===== config.mk =====
export PLATFORM = sky130hd
export DESIGN_NAME = decode_stage
export DESIGN_NICKNAME = d
export VERILOG_FILES = /design/src/logic/riscv_pkg.sv /design/src/logic/decode_pkg.sv /design/src/logic/decode_merge.sv /design/src/logic/decode_stage.sv /design/src/logic/funct_decoder.sv /design/src/logic/opcode_decoder.sv
export SDC_FILE = /design/constraint.sdc
export NUM_CORES = 1
export LEC_CHECK = 0
export ABC_CLOCK_PERIOD_IN_PS = 2100
export BUFFER_PORTS_ARGS = -buffer_cell sky130_fd_sc_hd__buf_2
export CORE_ASPECT_RATIO = 2
export CORE_MARGIN = 4
export CORE_UTILIZATION = 30
export CTS_CLUSTER_DIAMETER = 150
export DETAILED_ROUTE_END_ITERATION = 16
export SLEW_MARGIN = 15
export SYNTH_ARGS = -nofsm -noshare
export SYNTH_HDL_FRONTEND = slang
export SYNTH_SLANG_ARGS = --single-unit

===== constraint.sdc =====
create_clock -name clk_i -period 2.1 [get_ports clk_i]
set_input_delay 0.21 -clock clk_i [delete_from_list [all_inputs] [get_ports clk_i]]
set_output_delay 0.21 -clock clk_i [all_outputs]
set_load 0.01 [all_outputs]

===== src/logic/riscv_pkg.sv =====
package riscv_pkg;

    // plain vectors for the widths used across the decode stage
    typedef logic [31:0] word_t;
    typedef logic [4:0]  reg_addr_t;
    typedef logic [6:0]  opcode_t;
    typedef logic [2:0]  funct3_t;
    typedef logic [6:0]  funct7_t;

    // field positions inside an instruction word
    localparam int OPCODE_LSB = 0;
    localparam int RD_LSB     = 7;
    localparam int FUNCT3_LSB = 12;
    localparam int RS1_LSB    = 15;
    localparam int RS2_LSB    = 20;
    localparam int FUNCT7_LSB = 25;

    // major opcodes
    localparam opcode_t OP_ALU_I  = 7'b0010011;
    localparam opcode_t OP_ALU    = 7'b0110011;
    localparam opcode_t OP_LUI    = 7'b0110111;
    localparam opcode_t OP_AUIPC  = 7'b0010111;
    localparam opcode_t OP_LW     = 7'b0000011;
    localparam opcode_t OP_SW     = 7'b0100011;
    localparam opcode_t OP_BRANCH = 7'b1100011;
    localparam opcode_t OP_JAL    = 7'b1101111;

    // func3 for OP and OP-IMM
    localparam funct3_t F3_ADD_SUB = 3'b000;
    localparam funct3_t F3_SLL     = 3'b001;
    localparam funct3_t F3_SLT     = 3'b010;
    localparam funct3_t F3_SLTU    = 3'b011;
    localparam funct3_t F3_XOR     = 3'b100;
    localparam funct3_t F3_SRL_SRA = 3'b101;
    localparam funct3_t F3_OR      = 3'b110;
    localparam funct3_t F3_AND     = 3'b111;

    // func3 for BRANCH
    localparam funct3_t F3_BEQ  = 3'b000;
    localparam funct3_t F3_BNE  = 3'b001;
    localparam funct3_t F3_BLT  = 3'b100;
    localparam funct3_t F3_BGE  = 3'b101;
    localparam funct3_t F3_BLTU = 3'b110;
    localparam funct3_t F3_BGEU = 3'b111;

    // func7, modified selects SUB and SRA
    localparam funct7_t F7_ALU_NORMAL   = 7'b0000000;
    localparam funct7_t F7_ALU_MODIFIED = 7'b0100000;

endpackage


===== src/logic/decode_pkg.sv =====
package decode_pkg;

    typedef enum logic [3:0] {
        ADD, SUB, SLL, SLT, SLTU,
        XOR, SRL, SRA, OR, AND
    } alu_op_e;

    typedef enum logic {RS1, PC} src_a_e;

    typedef enum logic {RS2, IMM} src_b_e;

    typedef enum logic [1:0] {ALU, MEM, PC_4} wb_origin_e;

    typedef enum logic [2:0] {
        BNONE, JUMP, BEQ, BNE,
        BLT, BGE, BLTU, BGEU
    } jump_kind_e;

    typedef enum logic [3:0] {
        C_ALU_I, C_ALU, C_LUI, C_AUIPC, C_LW,
        C_SW, C_BRANCH, C_JAL, C_ILLEGAL
    } instr_class_e;

    // result of the opcode decoder
    typedef struct packed {
        instr_class_e instr_class;
        logic         write_enable;
        src_a_e       rs1_or_pc;
        src_b_e       rs2_or_imm;
        wb_origin_e   wb_origin;
        logic         store_to_mem;
        logic         reads_rs1;
        logic         reads_rs2;
        alu_op_e      fixed_alu_op;
    } opcode_ctrl_t;

    // result of the function-field decoder, both readings side by side
    typedef struct packed {
        alu_op_e    alu_op_r;
        alu_op_e    alu_op_i;
        logic       legal_r;
        logic       legal_i;
        jump_kind_e branch_kind;
        logic       legal_branch;
    } funct_ctrl_t;

    typedef struct packed {
        riscv_pkg::word_t     pc;
        logic                 write_enable;
        src_a_e               rs1_or_pc;
        src_b_e               rs2_or_imm;
        alu_op_e              alu_op;
        wb_origin_e           wb_origin;
        logic                 store_to_mem;
        jump_kind_e           jump_kind;
        riscv_pkg::reg_addr_t addr_rs1;
        riscv_pkg::reg_addr_t addr_rs2;
        riscv_pkg::reg_addr_t addr_rd;
    } decoded_t;

endpackage


===== src/logic/decode_merge.sv =====
module decode_merge (
    input  logic                      clk_i,
    input  logic                      rst_n_i,
    input  logic                      valid_i,
    input  riscv_pkg::word_t          pc_i,
    input  riscv_pkg::reg_addr_t      rs1_i,
    input  riscv_pkg::reg_addr_t      rs2_i,
    input  riscv_pkg::reg_addr_t      rd_i,
    input  decode_pkg::opcode_ctrl_t  op_ctrl_i,
    input  decode_pkg::funct_ctrl_t   fn_ctrl_i,
    output logic                      valid_o,
    output decode_pkg::decoded_t      decoded_o
);

    decode_pkg::alu_op_e    alu_op;
    decode_pkg::jump_kind_e jump_kind;
    logic                   legal;
    logic                   dead_branch;
    decode_pkg::decoded_t   decoded_d;

    // pick the function-field reading that matches the class
    always_comb begin
        alu_op    = op_ctrl_i.fixed_alu_op;
        legal     = 1'b1;
        jump_kind = decode_pkg::BNONE;
        case (op_ctrl_i.instr_class)
            decode_pkg::C_ALU: begin
                alu_op = fn_ctrl_i.alu_op_r;
                legal  = fn_ctrl_i.legal_r;
            end
            decode_pkg::C_ALU_I: begin
                alu_op = fn_ctrl_i.alu_op_i;
                legal  = fn_ctrl_i.legal_i;
            end
            decode_pkg::C_BRANCH: begin
                jump_kind = fn_ctrl_i.branch_kind;
            end
            decode_pkg::C_JAL: begin
                jump_kind = decode_pkg::JUMP;
            end
            decode_pkg::C_ILLEGAL: begin
                legal = 1'b0;
            end
            default: begin
                legal = 1'b1;
            end
        endcase
    end

    // branch with unknown func3 never jumps, so it reads nothing
    assign dead_branch = (op_ctrl_i.instr_class == decode_pkg::C_BRANCH) &&
                         !fn_ctrl_i.legal_branch;

    always_comb begin
        decoded_d.pc           = pc_i;
        decoded_d.write_enable = op_ctrl_i.write_enable;
        decoded_d.rs1_or_pc    = op_ctrl_i.rs1_or_pc;
        decoded_d.rs2_or_imm   = op_ctrl_i.rs2_or_imm;
        decoded_d.alu_op       = alu_op;
        decoded_d.wb_origin    = op_ctrl_i.wb_origin;
        decoded_d.store_to_mem = op_ctrl_i.store_to_mem;
        decoded_d.jump_kind    = jump_kind;
        decoded_d.addr_rd      = rd_i;

        // unread sources go to x0 so hazard logic sees no dependency
        decoded_d.addr_rs1 = (op_ctrl_i.reads_rs1 && !dead_branch) ? rs1_i : '0;
        decoded_d.addr_rs2 = (op_ctrl_i.reads_rs2 && !dead_branch) ? rs2_i : '0;

        // illegal instruction turns into x0 + x0 without write
        if (!legal) begin
            decoded_d.write_enable = 1'b0;
            decoded_d.rs1_or_pc    = decode_pkg::RS1;
            decoded_d.rs2_or_imm   = decode_pkg::RS2;
            decoded_d.alu_op       = decode_pkg::ADD;
            decoded_d.wb_origin    = decode_pkg::ALU;
            decoded_d.store_to_mem = 1'b0;
            decoded_d.jump_kind    = decode_pkg::BNONE;
            decoded_d.addr_rs1     = '0;
            decoded_d.addr_rs2     = '0;
            decoded_d.addr_rd      = '0;
        end
    end

    always_ff @(posedge clk_i or negedge rst_n_i) begin
        if (!rst_n_i) begin
            valid_o   <= 1'b0;
            decoded_o <= '0;
        end else begin
            valid_o <= valid_i;
            // bundle holds until the next strobe
            if (valid_i) begin
                decoded_o <= decoded_d;
            end
        end
    end

endmodule


===== src/logic/decode_stage.sv =====
module decode_stage (
    input  logic                  clk_i,
    input  logic                  rst_n_i,
    input  logic                  valid_i,
    input  riscv_pkg::word_t      pc_i,
    input  riscv_pkg::word_t      instr_i,
    output logic                  valid_o,
    output decode_pkg::decoded_t  decoded_o
);

    decode_pkg::opcode_ctrl_t op_ctrl;
    decode_pkg::funct_ctrl_t  fn_ctrl;

    // opcode and function fields are decoded side by side
    opcode_decoder u_opcode_decoder (
        .opcode_i (instr_i[riscv_pkg::OPCODE_LSB +: $bits(riscv_pkg::opcode_t)]),
        .ctrl_o   (op_ctrl)
    );

    funct_decoder u_funct_decoder (
        .funct3_i (instr_i[riscv_pkg::FUNCT3_LSB +: $bits(riscv_pkg::funct3_t)]),
        .funct7_i (instr_i[riscv_pkg::FUNCT7_LSB +: $bits(riscv_pkg::funct7_t)]),
        .ctrl_o   (fn_ctrl)
    );

    decode_merge u_decode_merge (
        .clk_i     (clk_i),
        .rst_n_i   (rst_n_i),
        .valid_i   (valid_i),
        .pc_i      (pc_i),
        .rs1_i     (instr_i[riscv_pkg::RS1_LSB +: $bits(riscv_pkg::reg_addr_t)]),
        .rs2_i     (instr_i[riscv_pkg::RS2_LSB +: $bits(riscv_pkg::reg_addr_t)]),
        .rd_i      (instr_i[riscv_pkg::RD_LSB +: $bits(riscv_pkg::reg_addr_t)]),
        .op_ctrl_i (op_ctrl),
        .fn_ctrl_i (fn_ctrl),
        .valid_o   (valid_o),
        .decoded_o (decoded_o)
    );

endmodule


===== src/logic/funct_decoder.sv =====
module funct_decoder (
    input  riscv_pkg::funct3_t       funct3_i,
    input  riscv_pkg::funct7_t       funct7_i,
    output decode_pkg::funct_ctrl_t  ctrl_o
);

    decode_pkg::alu_op_e    base_op;
    decode_pkg::alu_op_e    alt_op;
    logic                   has_alt;
    logic                   is_shift;
    logic                   f7_normal;
    logic                   f7_modified;
    decode_pkg::jump_kind_e branch_kind;
    logic                   legal_branch;

    assign f7_normal   = (funct7_i == riscv_pkg::F7_ALU_NORMAL);
    assign f7_modified = (funct7_i == riscv_pkg::F7_ALU_MODIFIED);

    // operation under normal func7, plus the modified form where one exists
    always_comb begin
        base_op  = decode_pkg::ADD;
        alt_op   = decode_pkg::ADD;
        has_alt  = 1'b0;
        is_shift = 1'b0;
        case (funct3_i)
            riscv_pkg::F3_ADD_SUB: begin
                alt_op  = decode_pkg::SUB;
                has_alt = 1'b1;
            end
            riscv_pkg::F3_SLL: begin
                base_op  = decode_pkg::SLL;
                is_shift = 1'b1;
            end
            riscv_pkg::F3_SLT: begin
                base_op = decode_pkg::SLT;
            end
            riscv_pkg::F3_SLTU: begin
                base_op = decode_pkg::SLTU;
            end
            riscv_pkg::F3_XOR: begin
                base_op = decode_pkg::XOR;
            end
            riscv_pkg::F3_SRL_SRA: begin
                base_op  = decode_pkg::SRL;
                alt_op   = decode_pkg::SRA;
                has_alt  = 1'b1;
                is_shift = 1'b1;
            end
            riscv_pkg::F3_OR: begin
                base_op = decode_pkg::OR;
            end
            default: begin
                base_op = decode_pkg::AND;
            end
        endcase
    end

    always_comb begin
        legal_branch = 1'b1;
        case (funct3_i)
            riscv_pkg::F3_BEQ:  branch_kind = decode_pkg::BEQ;
            riscv_pkg::F3_BNE:  branch_kind = decode_pkg::BNE;
            riscv_pkg::F3_BLT:  branch_kind = decode_pkg::BLT;
            riscv_pkg::F3_BGE:  branch_kind = decode_pkg::BGE;
            riscv_pkg::F3_BLTU: branch_kind = decode_pkg::BLTU;
            riscv_pkg::F3_BGEU: branch_kind = decode_pkg::BGEU;
            default: begin
                branch_kind  = decode_pkg::BNONE;
                legal_branch = 1'b0;
            end
        endcase
    end

    always_comb begin
        // R-type: func7 must be normal unless a modified form exists
        // (the MUL encoding lands here as illegal)
        ctrl_o.alu_op_r = (has_alt && f7_modified) ? alt_op : base_op;
        ctrl_o.legal_r  = f7_normal || (has_alt && f7_modified);

        // I-type: func7 belongs to the immediate except for shifts
        ctrl_o.alu_op_i = (is_shift && has_alt && f7_modified) ? alt_op : base_op;
        ctrl_o.legal_i  = !is_shift || f7_normal || (has_alt && f7_modified);

        ctrl_o.branch_kind  = branch_kind;
        ctrl_o.legal_branch = legal_branch;
    end

endmodule


===== src/logic/opcode_decoder.sv =====
module opcode_decoder (
    input  riscv_pkg::opcode_t        opcode_i,
    output decode_pkg::opcode_ctrl_t  ctrl_o
);

    always_comb begin
        // unknown opcodes fall through as a non-writing x0 + x0
        ctrl_o.instr_class  = decode_pkg::C_ILLEGAL;
        ctrl_o.write_enable = 1'b0;
        ctrl_o.rs1_or_pc    = decode_pkg::RS1;
        ctrl_o.rs2_or_imm   = decode_pkg::RS2;
        ctrl_o.wb_origin    = decode_pkg::ALU;
        ctrl_o.store_to_mem = 1'b0;
        ctrl_o.reads_rs1    = 1'b0;
        ctrl_o.reads_rs2    = 1'b0;
        ctrl_o.fixed_alu_op = decode_pkg::ADD;

        case (opcode_i)
            riscv_pkg::OP_ALU_I: begin
                ctrl_o.instr_class  = decode_pkg::C_ALU_I;
                ctrl_o.write_enable = 1'b1;
                ctrl_o.rs2_or_imm   = decode_pkg::IMM;
                ctrl_o.reads_rs1    = 1'b1;
            end

            riscv_pkg::OP_ALU: begin
                ctrl_o.instr_class  = decode_pkg::C_ALU;
                ctrl_o.write_enable = 1'b1;
                ctrl_o.reads_rs1    = 1'b1;
                ctrl_o.reads_rs2    = 1'b1;
            end

            riscv_pkg::OP_LUI: begin
                // x0 + imm, rs1 field is part of the immediate
                ctrl_o.instr_class  = decode_pkg::C_LUI;
                ctrl_o.write_enable = 1'b1;
                ctrl_o.rs2_or_imm   = decode_pkg::IMM;
                ctrl_o.fixed_alu_op = decode_pkg::ADD;
            end

            riscv_pkg::OP_AUIPC: begin
                ctrl_o.instr_class  = decode_pkg::C_AUIPC;
                ctrl_o.write_enable = 1'b1;
                ctrl_o.rs1_or_pc    = decode_pkg::PC;
                ctrl_o.rs2_or_imm   = decode_pkg::IMM;
                ctrl_o.fixed_alu_op = decode_pkg::ADD;
            end

            riscv_pkg::OP_LW: begin
                ctrl_o.instr_class  = decode_pkg::C_LW;
                ctrl_o.write_enable = 1'b1;
                ctrl_o.rs2_or_imm   = decode_pkg::IMM;
                ctrl_o.wb_origin    = decode_pkg::MEM;
                ctrl_o.reads_rs1    = 1'b1;
                ctrl_o.fixed_alu_op = decode_pkg::ADD;
            end

            riscv_pkg::OP_SW: begin
                // address from rs1 + imm, data from rs2
                ctrl_o.instr_class  = decode_pkg::C_SW;
                ctrl_o.rs2_or_imm   = decode_pkg::IMM;
                ctrl_o.store_to_mem = 1'b1;
                ctrl_o.reads_rs1    = 1'b1;
                ctrl_o.reads_rs2    = 1'b1;
                ctrl_o.fixed_alu_op = decode_pkg::ADD;
            end

            riscv_pkg::OP_BRANCH: begin
                // alu computes the target, comparison uses rs1 and rs2
                ctrl_o.instr_class  = decode_pkg::C_BRANCH;
                ctrl_o.rs1_or_pc    = decode_pkg::PC;
                ctrl_o.rs2_or_imm   = decode_pkg::IMM;
                ctrl_o.reads_rs1    = 1'b1;
                ctrl_o.reads_rs2    = 1'b1;
                ctrl_o.fixed_alu_op = decode_pkg::ADD;
            end

            riscv_pkg::OP_JAL: begin
                ctrl_o.instr_class  = decode_pkg::C_JAL;
                ctrl_o.write_enable = 1'b1;
                ctrl_o.rs1_or_pc    = decode_pkg::PC;
                ctrl_o.rs2_or_imm   = decode_pkg::IMM;
                ctrl_o.wb_origin    = decode_pkg::PC_4;
                ctrl_o.fixed_alu_op = decode_pkg::ADD;
            end

            default: begin
                ctrl_o.instr_class = decode_pkg::C_ILLEGAL;
            end
        endcase
    end

endmodule


==> results.md, run 1 <==
- Status: finished clean
- Largest net degree at the start of global routing: 42
- Mux share of post-synthesis cell area: 0.1301
- Commonest cells after routing, fill and taps aside: 127 x buf_2, 61 x dfrtp_1, 32 x mux2_2
- Final setup violation count: 0
- Die W: 75.93 µm
- Yosys reg bits: 61
- Hold slack: 0.1209 ns
- Commonest non-fill, non-tap cell in the layout: buf_2
- Fillers: 876
- Initial DRT Pass Iterations: 6
- Peak supply drop: 0.0004682 V
- Worst setup path category: in -> reg
- Clock Skew: 0 ns
- Final net count: 439
- Seq/Total Area, Yosys: 0.5513
- Top post-synthesis cells by area: dfrtp_1 55%, mux2_2 13%, o32ai_1 5.4%, inv_1 3.8%, nand2_1 2.0%
- GRT Resource Usage Total: 0.1462
- Fin Setup TNS: 0 ns
- Max incr delay on CP: 0.40 ns
- Largest family of logic cells by synthesized area: compound AO/OA/AOI/OAI gates
- Synth warn: 0
- Clk buf depth: 2
- XOR/XNOR Fraction of Synth Area: 0.006326
- Final HPWL DP: 5.960 mm
- Sum of buffers and inverters on the critical path: 1
- Dominant synthesized flop cell: dfrtp_1
- Placed Area: 0.003502 mm²
- Vias in the first global route: 2536
- Multi-input gate area: 0.001057 mm²
- CTS resizes: 0
- CP Data Required Time: 2.33 ns
- Crit-path slowest cell: or3_4
- Residual DRC: 0
- Crit path max-delay family: simple AND/OR/NAND/NOR gates
- Core ar.: 0.009012 mm²
- Drt via density: 4.968
- Mapped Area: 0.002769 mm²
- Insertion delay to the later sink of the worst-skew pair: 0.32 ns
- Avg WL per Cell: 16.51 µm
- CTS tree: done
- Max-cap violations: 0
- DRT iter0 DRCs: 93
- GP Congestion: 0.9099
- Syn Area/Cell: 11.35 µm²
- Most area-hungry cell type in the Yosys netlist: dfrtp_1
- Arr. time, crit path: 1.72 ns
- Area grow syn2layout: 36.01%
- CP endpoint kind: flip-flop
- Post-synth EDFFs: 0
- Synth Area in Adders: 0
- Die area: 0.01092 mm²
- Grt ovf: 0
- Die Ht: 143.9 µm
- Post-synth top area share: 0.5513
- Synth Area in Simple Gates: 0.1062
- Synthesized net count: 311
- Clock Pin Slew Worst Setup and Hold Paths: 0.05 ns
- Critical path, cell by cell: buf_2 -> or3_4 -> or3_4 -> or3_1 -> o31ai_2
- Slew HR: 0.5588
- Worst path most repeated cell: or3_4
- Worst-Margin Slew: 0.6549 ns
- CTS root buf: clkbuf_16
- Antenna diode count: 0
- DRT Wirelength: 7.858 mm
- Remaining antenna violation count: 0
- Fmax: 672.2 MHz
- Unique masters post-synth: 43
- TritonCTS Buffers: 9
- Cell Count, Final, Fillers Out: 476
- Compound-Gate Fraction of Synth Area: 0.1392
- Port-buffer cells: 127
- Rows: 49
- Final WS setup: 0.6123 ns
- Pre-CTS setup slack: 0.2904 ns
- Syn Inst Count: 244
- Setup Fix Bufs, Post-CTS: 0
- Critical path peak fanout: 11
- Register Area: 0.001526 mm²
- DP Cell Count: 462
- Layout cells sized above 1: 0.4866
- H-tree depth: 3
- Via count: 2365
- RSZ-0062 raised after global routing: false
- Period utilization: 0.7084
- Pins Over Slew Limit: 0
- First-pass GRT wire length: 12.54 mm
- Worst Hold Class: in -> reg
- Hold Vio Cnt, Final: 0
- Pwr/cell area: 780.8 mW/mm²
- Min Tclk post-route: 1.488 ns
- I/O pin cnt: 128
- Initial Util: 0.3072
- CTS Hold Bufs: 1
- Element type at the critical path start: input pin
- Reg2Reg Setup Slack: 1.32 ns
- LEAKAGE: 0.001789 µW
- Finished Cell Area: 0.003766 mm²
- Post-synth ARST share: 1.000
- Initial antenna violation count: 0
- Clk sinks: 61
path summary, 6_finish.rpt:
| path | startpoint | to | depth (start not counted) |
|---|---|---|---|
| max in group asynchronous | rst_n_i | u_decode_merge.decoded_o[39] | 3 |
| min reg2reg | u_decode_merge.decoded_o[45] | u_decode_merge.decoded_o[45] | 1 |
| max reg2reg | u_decode_merge.decoded_o[48] | u_decode_merge.decoded_o[48] | 1 |
| min in group asynchronous | rst_n_i | u_decode_merge.decoded_o[0] | 2 |
| min | pc_i[14] | u_decode_merge.decoded_o[42] | 2 |
| max | instr_i[6] | u_decode_merge.decoded_o[21] | 5 |
stage by stage:
step,total power (µW),utilization
final,2941,0.4179
after global routing,3091,0.4179
after CTS,3001,0.4179
after detailed placement,1695,0.3886
after global placement,1688,0.3886
after floorplan,1495,-
routing by layer:
metal  global-route usage  share of wire  vias to the layer above
met4              0.09568          0.044                        0
met3              0.04831          0.068                       21
met1               0.1443           0.35                     1110
met5                    0              0                        -
met2               0.2577           0.54                      104
li1                     -              -                     1130
kinds of logic after synthesis:
logic type | Yosys count
AO/OA/AOI/OAI | 51
XOR/XNOR | 2
buffers and inverters | 44
flip-flops | 61
multiplexers | 32
AND/OR/NAND/NOR | 54
registers in the layout (all words and copies together) (netlist names):
name	cells
u_decode_merge.decoded_o	60
u_decode_merge.valid_o	1
Yosys cell counts (all sizes together) (2+ instances only):
cell    instances
or3             4
nor2b           5
o21ai           7
o31ai           2
a221oi          2
a21oi           5
nand3           9
nor2            4
o41ai           2
o21a            2
nand2          15
nand4           2
buf             7
nand2b          5
o22ai           7
mux2           32
nor3            3
inv            28
dfrtp          61
o32ai          17
clkbuf          9
area by class of cell:
| cell class | count | area share |
|---|---|---|
| clock buffers | 10 | 0.06346 |
| repair buffers | 133 | 0.1847 |
| flip-flops and latches | 61 | 0.4053 |
| well taps | 102 | 0.03389 |
| clock inverters | 3 | 0.003987 |
| inverters | 28 | 0.02791 |
| multi-input cells | 139 | 0.2807 |
report_power, final:
group | switching [µW] | internal [µW]
Clock | 469 | 801
Combinational | 206 | 184
Sequential | 33.0 | 1250
Power figures use the tool's default switching activity.
==> run 2: changes to the inputs <==
--- a/config.mk
+++ b/config.mk
@@ -5,7 +5,7 @@
 export SDC_FILE = /design/constraint.sdc
 export NUM_CORES = 1
 export LEC_CHECK = 0
-export ABC_CLOCK_PERIOD_IN_PS = 2100
+export ABC_CLOCK_PERIOD_IN_PS = 1300
 export BUFFER_PORTS_ARGS = -buffer_cell sky130_fd_sc_hd__buf_2
 export CORE_ASPECT_RATIO = 2
 export CORE_MARGIN = 4
==> constraint.sdc (replaced) <==
create_clock -name clk_i -period 1.3 [get_ports clk_i]
set_input_delay 0.13 -clock clk_i [delete_from_list [all_inputs] [get_ports clk_i]]
set_output_delay 0.13 -clock clk_i [all_outputs]
set_load 0.01 [all_outputs]
==> run 2 against run 1 <==
Sequential cell count is the same. Register-to-register slack lost 0.78 ns. Hold slack lost 0.079 ns. Combinational power grew 83%. Cell area grew 8.0%. Sequential share of layout area shrank 3.0 points. Critical path type unchanged. Critical endpoint unchanged. Routed wire length grew 7.6%. Total power grew 67%.
==> results.md, run 2 (synthesized netlist as in run 1, its figures left out) <==
- Status: finished clean (unchanged)
- Hold slack: 0.04146 ns (was 0.1209 ns)
- Placed Area: 0.003776 mm² (was 0.003502 mm²)
- Worst setup path category: in -> reg (unchanged)
- Antenna diode count: 0 (unchanged)
- Port-buffer cells: 127 (unchanged)
- Initial antenna violation count: 0 (unchanged)
- Largest net degree at the start of global routing: 62 (was 42)
- Area grow syn2layout: 46.95% (was 36.01%)
- Avg WL per Cell: 16.65 µm (was 16.51 µm)
- Peak supply drop: 0.0007460 V (was 0.0004682 V)
- Finished Cell Area: 0.004069 mm² (was 0.003766 mm²)
- Hold depth: 2 (unchanged)
- I/O pin cnt: 128 (unchanged)
- Pwr/cell area: 1208 mW/mm² (was 780.8 mW/mm²)
- Die Ht: 143.9 µm (unchanged)
- Clock Skew: 0 ns (unchanged)
- Max incr delay on CP: 0.39 ns (was 0.40 ns)
- Slew HR: 0.6821 (was 0.5588)
- Biggest regs: u_decode_merge.decoded_o x60, u_decode_merge.valid_o x1 (unchanged)
- Critical path, cell by cell: buf_2 -> or3_4 -> or3_4 -> or3_1 -> o31ai_2 (unchanged)
- Hold Vio Cnt, Final: 0 (unchanged)
- Register Area: 0.001526 mm² (unchanged)
- DRT Wirelength: 8.458 mm (was 7.858 mm)
- Residual DRC: 0 (unchanged)
- Clk sinks: 61 (unchanged)
- Layout cells sized above 1: 0.5419 (was 0.4866)
- Min Tclk post-route: 1.250 ns
- Multi-input gate area: 0.001107 mm² (was 0.001057 mm²)
- Pins Over Slew Limit: 0 (unchanged)
- DRT iter0 DRCs: 110 (was 93)
- CTS root buf: clkbuf_16 (unchanged)
- Drt via density: 4.864 (was 4.968)
- Clk buf depth: 2 (unchanged)
- Clock Pin Slew Worst Setup and Hold Paths: 0.05 ns (about the same)
- Arr. time, crit path: 1.48 ns (was 1.72 ns)
- Worst path most repeated cell: or3_4 (unchanged)
- Commonest non-fill, non-tap cell in the layout: buf_2 (unchanged)
- Pre-CTS setup slack: -0.2992 ns (was 0.2904 ns)
- FF-to-FF path depth: 1 (unchanged)
- Final HPWL DP: 6.548 mm (was 5.960 mm)
- Crit-path slowest cell: or3_4 (unchanged)
- CP Data Required Time: 1.53 ns (was 2.33 ns)
- Vias in the first global route: 2788 (was 2536)
- Max-cap violations: 0 (unchanged)
- Grt ovf: 0 (unchanged)
- Via count: 2471 (was 2365)
- Fmax: 800.0 MHz
- CP endpoint kind: flip-flop (unchanged)
- LEAKAGE: 0.001956 µW (was 0.001789 µW)
- Final WS setup: 0.04994 ns (was 0.6123 ns)
- Insertion delay to the later sink of the worst-skew pair: 0.32 ns (about the same)
- Number of flip-flops in the largest register: 60 (unchanged)
- Biggest register: u_decode_merge.decoded_o (unchanged)
- Die area: 0.01092 mm² (unchanged)
- Core ar.: 0.009012 mm² (unchanged)
- Fillers: 911 (was 876)
- Initial DRT Pass Iterations: 4 (was 6)
- GP Congestion: 0.8803 (was 0.9099)
- Final net count: 470 (was 439)
- Worst Hold Class: in -> reg (unchanged)
- Worst-Margin Slew: 0.4769 ns (was 0.6549 ns)
- Final setup violation count: 0 (unchanged)
- First-pass GRT wire length: 13.69 mm (was 12.54 mm)
- Initial Util: 0.3072 (unchanged)
- H-tree depth: 3 (unchanged)
- Commonest cells after routing, fill and taps aside: 127 x buf_2, 61 x dfrtp_1, 33 x buf_4 (was 127 x buf_2, 61 x dfrtp_1, 32 x mux2_2)
- RSZ-0062 raised after global routing: false (unchanged)
- Rows: 49 (unchanged)
- Period utilization: 0.9616
- Remaining antenna violation count: 0 (unchanged)
- TritonCTS Buffers: 9 (unchanged)
- GRT Resource Usage Total: 0.1576 (was 0.1462)
- Element type at the critical path start: input pin (unchanged)
- CTS tree: done (unchanged)
- Die W: 75.93 µm (unchanged)
- Critical path peak fanout: 3 (was 11)
## run 2: cell count changes in the layout (fill, tap and decap cells not counted), sizes merged
cell,before,now
clkinv,3,2
clkbuf,10,12
buf,132,163
## run 2: metal layers
metal / routed length [µm] / global-route usage
met5: 0 / 0
met4: 264 / 0.07692
met3: 571 / 0.05395
met2: 4779 / 0.2939
met1: 2844 / 0.1514
## run 2: timing repair
item                                    CTS  global route
buffers inserted                          0             0
endpoints found under the setup margin    0            11
hold buffers                              1             0
gates resized for setup                   0             4
endpoints found under the hold margin    61             0
## run 2: power breakdown
group | switching [µW] | internal (µW)
registers | 53.2 | 2020
logic | 361 | 352
clock network | 771 | 1360
total | 1190 | 3730
## run 2: final cells by class
type                       count  area share
sequential                    61      0.3752
multi-input combinational    139      0.2721
tap                          102     0.03137
inverter                      28     0.02583
timing repair buffer         164      0.2300
clock inverter                 2    0.002460
clock buffer                  12     0.06304
## run 2: worst paths after layout
check,end,startpoint,slack [ns]
hold / removal,u_decode_merge.decoded_o[57],pc_i[29],0.04
hold reg to reg,u_decode_merge.decoded_o[55],u_decode_merge.decoded_o[55],0.50
setup / recovery,u_decode_merge.decoded_o[21],instr_i[6],0.05
setup reg to reg,u_decode_merge.decoded_o[31],u_decode_merge.decoded_o[31],0.54
max in group asynchronous,u_decode_merge.decoded_o[28],rst_n_i,0.66
min in group asynchronous,u_decode_merge.decoded_o[22],rst_n_i,0.33
## run 2: critical path: cells and delay by family
| family | cells | cell delay, ns |
|---|---|---|
| AND/OR/NAND/NOR | 3 | 1.05 |
| AO/OA/AOI/OAI | 1 | 0.18 |
| buffers and inverters | 1 | 0.12 |
## run 2: stage by stage
step	power, µW	std cells	utilization	setup TNS [ns]
5_1_grt	5137	508	0.4515	0
6_report	4915	508	0.4515	0
4_1_cts	4994	508	0.4497	0
3_5_place_dp	2819	493	0.4190	-5.632
2_1_floorplan	2424	244	-	-1.799
3_3_place_gp	2800	493	0.4190	-4.873
